### config.mk
export PLATFORM = sky130hd
export DESIGN_NAME = dcache_ctrl
export DESIGN_NICKNAME = d
export VERILOG_FILES = /design/src/hdl/dcache_pkg.sv /design/src/hdl/dcache_ctrl.sv
export VERILOG_INCLUDE_DIRS = /design/src /design/src/include
export SDC_FILE = /design/constraint.sdc
export NUM_CORES = 1
export LEC_CHECK = 0
export BUFFER_PORTS_ARGS = -buffer_cell sky130_fd_sc_hd__buf_2
export CAP_MARGIN = 10
export CORE_AREA = 5 5 313 315
export CTS_BUF_LIST = sky130_fd_sc_hd__clkbuf_2 sky130_fd_sc_hd__clkbuf_4 sky130_fd_sc_hd__clkbuf_8
export DETAILED_ROUTE_END_ITERATION = 16
export DIE_AREA = 0 0 318 320
export GPL_ROUTABILITY_DRIVEN = 0
export GPL_TIMING_DRIVEN = 0
export HOLD_SLACK_MARGIN = 0.06
export PLACE_DENSITY = 0.3
export SETUP_SLACK_MARGIN = 0.4
export SKIP_CTS_REPAIR_TIMING = 1
export SLEW_MARGIN = 20
export SYNTH_ARGS = -nofsm -noshare
export SYNTH_HDL_FRONTEND = slang
export SYNTH_SLANG_ARGS = --single-unit
### constraint.sdc
create_clock -name clk -period 4.55 [get_ports clk]
set_clock_uncertainty 0.05 [all_clocks]
set_input_delay 1.1375 -clock clk [delete_from_list [all_inputs] [get_ports clk]]
set_output_delay 1.1375 -clock clk [all_outputs]
set_load 0.01 [all_outputs]
### src/include/dcache_settings.svh
// Geometry of the two-way data cache.
// Address split is tag 31..9, index 8..3, byte offset 2..0.
// Tag, index and offset widths must add up to the address width.
`ifndef DCACHE_SETTINGS_SVH
`define DCACHE_SETTINGS_SVH

// byte address split
`define DCACHE_ADDR_W   32
`define DCACHE_TAG_W    23
`define DCACHE_INDEX_W  6
`define DCACHE_OFFSET_W 3

// one word per way per set
`define DCACHE_WORD_W   64
`define DCACHE_SETS     64

// age counters saturate here
`define DCACHE_AGE_MAX  7

`endif
### src/hdl/dcache_pkg.sv
// Types shared by the data cache blocks.
// A RAM line holds way 0 in the low half and way 1 in the high half.
`default_nettype none

`include "dcache_settings.svh"

package dcache_pkg;

    typedef logic [`DCACHE_ADDR_W-1:0]     addr_t;
    typedef logic [`DCACHE_TAG_W-1:0]      tag_t;
    typedef logic [`DCACHE_INDEX_W-1:0]    index_t;
    typedef logic [`DCACHE_WORD_W-1:0]     word_t;
    typedef logic [`DCACHE_WORD_W/8-1:0]   strb_t;
    typedef logic [2*`DCACHE_WORD_W-1:0]   line_t;

    typedef enum logic [1:0] {
        MEM_NONE      = 2'd0,
        MEM_WRITEBACK = 2'd1,
        MEM_REFILL    = 2'd2
    } mem_req_e;

    typedef enum logic [2:0] {
        IDLE      = 3'd0,
        LOOKUP    = 3'd1,
        HIT       = 3'd2,
        WRITEBACK = 3'd3,
        REFILL    = 3'd4
    } ctrl_state_e;

endpackage

`default_nettype wire

### src/hdl/dcache_ctrl.sv
// Request FSM of the data cache for lookup, hit, write-back and refill.
// The core holds its request until ready_o; memory answers with a
// one-cycle mem_ready_i and the cache waits for it without a limit.
// Array reads are issued from IDLE so LOOKUP sees the addressed set.
`default_nettype none

`include "dcache_settings.svh"

module dcache_ctrl import dcache_pkg::*; (
    input  wire          clk,
    input  wire          reset_i,
    input  wire          req_valid_i,
    input  wire          req_write_i,
    input  wire addr_t   req_addr_i,
    input  wire word_t   req_wdata_i,
    input  wire strb_t   req_strb_i,
    output logic         ready_o,
    output word_t        rdata_o,
    output mem_req_e     mem_req_o,
    output addr_t        mem_addr_o,
    output word_t        mem_wdata_o,
    input  wire          mem_ready_i,
    input  wire word_t   mem_rdata_i,
    output index_t       array_index_o,
    output index_t       set_index_o,
    output logic         tag_wr_en_o,
    output logic         tag_wr_way_o,
    output tag_t         tag_wr_tag_o,
    input  wire tag_t    tag0_i,
    input  wire tag_t    tag1_i,
    input  wire          valid0_i,
    input  wire          valid1_i,
    output logic         touch_o,
    output logic         touch_way_o,
    output logic         set_dirty_o,
    output logic         fill_o,
    output logic         fill_way_o,
    input  wire          victim_way_i,
    input  wire          victim_dirty_i,
    output logic         ram_wr_en_o,
    output line_t        ram_wr_mask_o,
    output line_t        ram_wr_data_o,
    input  wire line_t   ram_rd_data_i
);

    ctrl_state_e state_q;
    ctrl_state_e state_d;
    logic        write_q;
    addr_t       addr_q;
    word_t       wdata_q;
    strb_t       strb_q;
    logic        hit_way_q;
    logic        victim_way_q;
    tag_t        req_tag;
    index_t      req_index;
    logic        hit0;
    logic        hit1;
    tag_t        victim_tag;
    word_t       hit_word;
    word_t       victim_word;
    word_t       strb_bits;

    assign req_tag   = addr_q[`DCACHE_ADDR_W-1 -: `DCACHE_TAG_W];
    assign req_index = addr_q[`DCACHE_OFFSET_W +: `DCACHE_INDEX_W];

    assign hit0 = valid0_i && (tag0_i == req_tag);
    assign hit1 = valid1_i && (tag1_i == req_tag);

    // request payload is taken when accepted
    always_ff @(posedge clk) begin
        if (state_q == IDLE && req_valid_i) begin
            write_q <= req_write_i;
            addr_q  <= req_addr_i;
            wdata_q <= req_wdata_i;
            strb_q  <= req_strb_i;
        end
    end

    always_ff @(posedge clk) begin
        if (reset_i) begin
            state_q      <= IDLE;
            hit_way_q    <= 1'b0;
            victim_way_q <= 1'b0;
        end else begin
            state_q <= state_d;
            if (state_q == LOOKUP) begin
                hit_way_q    <= hit1 & ~hit0;
                victim_way_q <= victim_way_i;
            end
        end
    end

    always_comb begin
        state_d = state_q;
        case (state_q)
            IDLE: begin
                if (req_valid_i) begin
                    state_d = LOOKUP;
                end
            end
            LOOKUP: begin
                if (hit0 || hit1) begin
                    state_d = HIT;
                end else if (victim_dirty_i) begin
                    state_d = WRITEBACK;
                end else begin
                    state_d = REFILL;
                end
            end
            HIT: state_d = IDLE;
            WRITEBACK: begin
                if (mem_ready_i) begin
                    state_d = REFILL;
                end
            end
            REFILL: begin
                // back to LOOKUP which now hits
                if (mem_ready_i) begin
                    state_d = LOOKUP;
                end
            end
            default: state_d = IDLE;
        endcase
    end

    // read the incoming set while idle
    assign array_index_o = (state_q == IDLE) ? req_addr_i[`DCACHE_OFFSET_W +: `DCACHE_INDEX_W]
                                             : req_index;
    assign set_index_o   = req_index;

    assign hit_word    = hit_way_q ? ram_rd_data_i[2*`DCACHE_WORD_W-1:`DCACHE_WORD_W]
                                   : ram_rd_data_i[`DCACHE_WORD_W-1:0];
    assign victim_word = victim_way_q ? ram_rd_data_i[2*`DCACHE_WORD_W-1:`DCACHE_WORD_W]
                                      : ram_rd_data_i[`DCACHE_WORD_W-1:0];
    assign victim_tag  = victim_way_q ? tag1_i : tag0_i;

    assign ready_o = (state_q == HIT);
    assign rdata_o = (state_q == HIT && !write_q) ? hit_word : '0;

    always_comb begin
        mem_req_o   = MEM_NONE;
        mem_addr_o  = '0;
        mem_wdata_o = '0;
        if (state_q == WRITEBACK) begin
            mem_req_o   = MEM_WRITEBACK;
            mem_addr_o  = {victim_tag, req_index, {`DCACHE_OFFSET_W{1'b0}}};
            mem_wdata_o = victim_word;
        end else if (state_q == REFILL) begin
            mem_req_o  = MEM_REFILL;
            mem_addr_o = {req_tag, req_index, {`DCACHE_OFFSET_W{1'b0}}};
        end
    end

    always_comb begin
        for (int b = 0; b < `DCACHE_WORD_W/8; b++) begin
            strb_bits[b*8 +: 8] = {8{strb_q[b]}};
        end
    end

    // data is duplicated into both halves and the mask picks the way
    always_comb begin
        ram_wr_en_o   = 1'b0;
        ram_wr_mask_o = '0;
        ram_wr_data_o = {wdata_q, wdata_q};
        if (state_q == HIT && write_q) begin
            ram_wr_en_o   = 1'b1;
            ram_wr_mask_o = hit_way_q ? {strb_bits, word_t'(0)} : {word_t'(0), strb_bits};
        end else if (state_q == REFILL && mem_ready_i) begin
            ram_wr_en_o   = 1'b1;
            ram_wr_mask_o = victim_way_q ? {~word_t'(0), word_t'(0)}
                                         : {word_t'(0), ~word_t'(0)};
            ram_wr_data_o = {mem_rdata_i, mem_rdata_i};
        end
    end

    assign tag_wr_en_o  = (state_q == REFILL) && mem_ready_i;
    assign tag_wr_way_o = victim_way_q;
    assign tag_wr_tag_o = req_tag;

    assign touch_o     = (state_q == HIT);
    assign touch_way_o = hit_way_q;
    assign set_dirty_o = (state_q == HIT) && write_q;
    assign fill_o      = tag_wr_en_o;
    assign fill_way_o  = victim_way_q;

endmodule

`default_nettype wire

==> impl_metrics.tcl <==
set metrics [dict create \
    cts_tree "done" \
    yosys.cell_count.top_type "nand2_1" \
    synth_top_area_cell "edfxtp_1" \
    period_minus_slack_ns 3.95 \
    wl_um 61200 \
    grt_pass1_vias 11000 \
    io_pins 813 \
    hold_class "reg2reg" \
    grt_overflow 0 \
    ys_seq_area_frac 0.367 \
    root_buffer "clkbuf_8" \
    grt_usage 0.114 \
    max-cap-violations 0 \
    worstSetupPathType "reg2out" \
    finalHoldViolCount 0 \
    via_count 10100 \
    remaining_drc_errors 0 \
    die_x_um 318 \
    syn_inst 991 \
    ys_top_cells_by_count "223 x nand2_1, 182 x buf_4, 152 x mux2i_1" \
    worstPathArrival_ns 2.76 \
    crit-reg2reg-launch "state_q[2]$_SDFFE_PP0P_" \
    synth_edf_count 102 \
    crit_fanout 10 \
    synthFlopType "edfxtp_1" \
    slew_headroom 0.348 \
    grt_first_pass_wirelength_um 84000 \
    multi_input_area_um2 3900 \
    setup_slack_ns 0.598 \
    drt_pass1_iterations 6 \
    setup_tns_ns 0 \
    min_from "state_q[1]$_SDFFE_PP0P_" \
    start_util 0.0911 \
    fin_crit_sh 0.869 \
    clkTransAtPathRegs_ns 0.13 \
    r2r-end "wdata_q[45]$_DFFE_PP_" \
    die_h_um 320 \
    hold_path_end "state_q[1]$_SDFFE_PP0P_" \
    clock_path_buffers 2 \
    place_ws_ns 0.243 \
    hold_depth 3 \
    cp-start-kind "flip-flop" \
    ff2ff_path_depth 4 \
    yosysTopAreaCellShare 0.355 \
    core_region_area_um2 94600 \
    cts_sinks 107 \
    synth_area_um2 8620 \
    place_inst 3066 \
    worstPathRequired_ns 3.36 \
    synth.avg_cell_area_um2 8.70 \
    report.power.total_mw 3.05 \
    final_cells 3088 \
    p_per_area_nw_per_um2 209 \
    end_kind "output pin" \
    regArea_um2 3160 \
    ff2ff_setup_slack_ns 2.00 \
    yosysWarnings 0 \
    drt_iter0_drc 256 \
    ys_seq_elements 107 \
    rsz0062_at_grt "yes" \
    n_fill_cell 11000 \
    ant_nets 0 \
    setup_violations 0 \
    rows 113 \
    grt_max_degree 51 \
    area_growth_pct 69.0 \
    drive_gt1_frac 0.577 \
    fmax_mhz 253 \
    worst_pin_slew_ns 0.978 \
    antenna_found_initial 20 \
    synthTopCellsByArea "edfxtp_1 36%, mux2i_1 18%, buf_4 16%, nand2_1 9.7%, nor2_1 6.0%" \
    synth_cell_type_count 34 \
    async_flop_share 0 \
    status "complete, no violations" \
    vdd_ir_drop_max_mv 0.132 \
    dieArea_um2 102000 \
    drt-wirelength-per-cell_um 19.8 \
    p_leak_nw 7.49 \
    slew_viol_final 0 \
    portBuffers 806 \
    dp_hpwl_um 53800 \
    insertion_delay_ns 0.44 \
    cts.htree.levels 3 \
    nets 2163 \
    viasPerCell 3.26 \
    cts_buffers 9 \
]
cell families after synthesis:
logic type      after synthesis  share of synthesized area
compound gates               45                     0.0327
xor+xnor                     46                     0.0467
buf+inv                     238                      0.185
flops                       107                      0.367
mux                         158                      0.184
other cells                   1                   0.000435
simple gates                396                      0.184
state kept, by name (all words and copies together) (netlist names):
signal,cells
write_q,1
addr_q,29
state_q,3
fill_way_o,1
strb_q,8
touch_way_o,1
wdata_q,64
critical path: stages (launching register included):
cell and delay (ns):
dfxtp_1 0.50, nor2b_1 0.28, nand2_2 0.27, clkbuf_2 0.40, clkbuf_2 0.36, nor2_1 0.30
buf_2 0.19
worst max-delay path by stage:
| stage | start | end | slack, ns |
|---|---|---|---|
| 6_report | state_q[0]$_SDFFE_PP0P_ | mem_wdata_o[46] | 0.60 |
| 5_1_grt | state_q[0]$_SDFFE_PP0P_ | mem_wdata_o[46] | 0.29 |
| 4_1_cts | state_q[0]$_SDFFE_PP0P_ | mem_wdata_o[46] | -0.35 |
| 3_5_place_dp | state_q[2]$_SDFFE_PP0P_ | mem_wdata_o[46] | 0.24 |
| 3_3_place_gp | state_q[1]$_SDFFE_PP0P_ | wdata_q[54]$_DFFE_PP_ | -1.53 |
| 2_1_floorplan | req_valid_i | addr_q[10]$_DFFE_PP_ | 0.54 |
where the power goes:
| part | internal (mW) | switching [mW] |
|---|---|---|
| logic | 0.526 | 0.648 |
| registers | 1.18 | 0.0558 |
| clock network | 0.210 | 0.428 |
per-stage QoR:
stage	area [um^2]	hold WS, ns	util
floorplan	8630	0.563	-
global placement	14200	0.647	0.151
detailed placement	14300	0.639	0.151
CTS	14500	0.685	0.153
global route	14600	0.739	0.154
finish	14600	0.725	0.154
cells in the final DEF (no fill, tap or decap), drive strengths merged, types with 3 or more instances in the layout:
master  instances
buf          1006
nand2         223
mux2i         152
nor2          137
edfxtp        102
clkbuf         46
xor2           32
o21ai          24
a21o           16
xnor2          14
nor4            8
nor2b           7
diode           6
mux2            6
nand4           6
dfxtp           5
inv             5
clkinv          5
conb            3
metal layers:
| metal | vias up | track usage | share of wire |
|---|---|---|---|
| li1 | 4748 | - | - |
| met1 | 4749 | 0.122 | 0.37 |
| met2 | 497 | 0.222 | 0.54 |
| met3 | 58 | 0.0309 | 0.068 |
| met4 | 4 | 0.0245 | 0.019 |
| met5 | - | 0 | 0.00038 |
cell type report:
class,count,area share
buffer,235,0.112
inverter,3,0.000773
timing repair buffer,808,0.280
multi-input combinational,648,0.268
clock buffer,9,0.00850
tap,1265,0.109
antenna,6,0.00103
sequential,107,0.217
clock inverter,7,0.00438
Power figures use the tool's default switching activity.
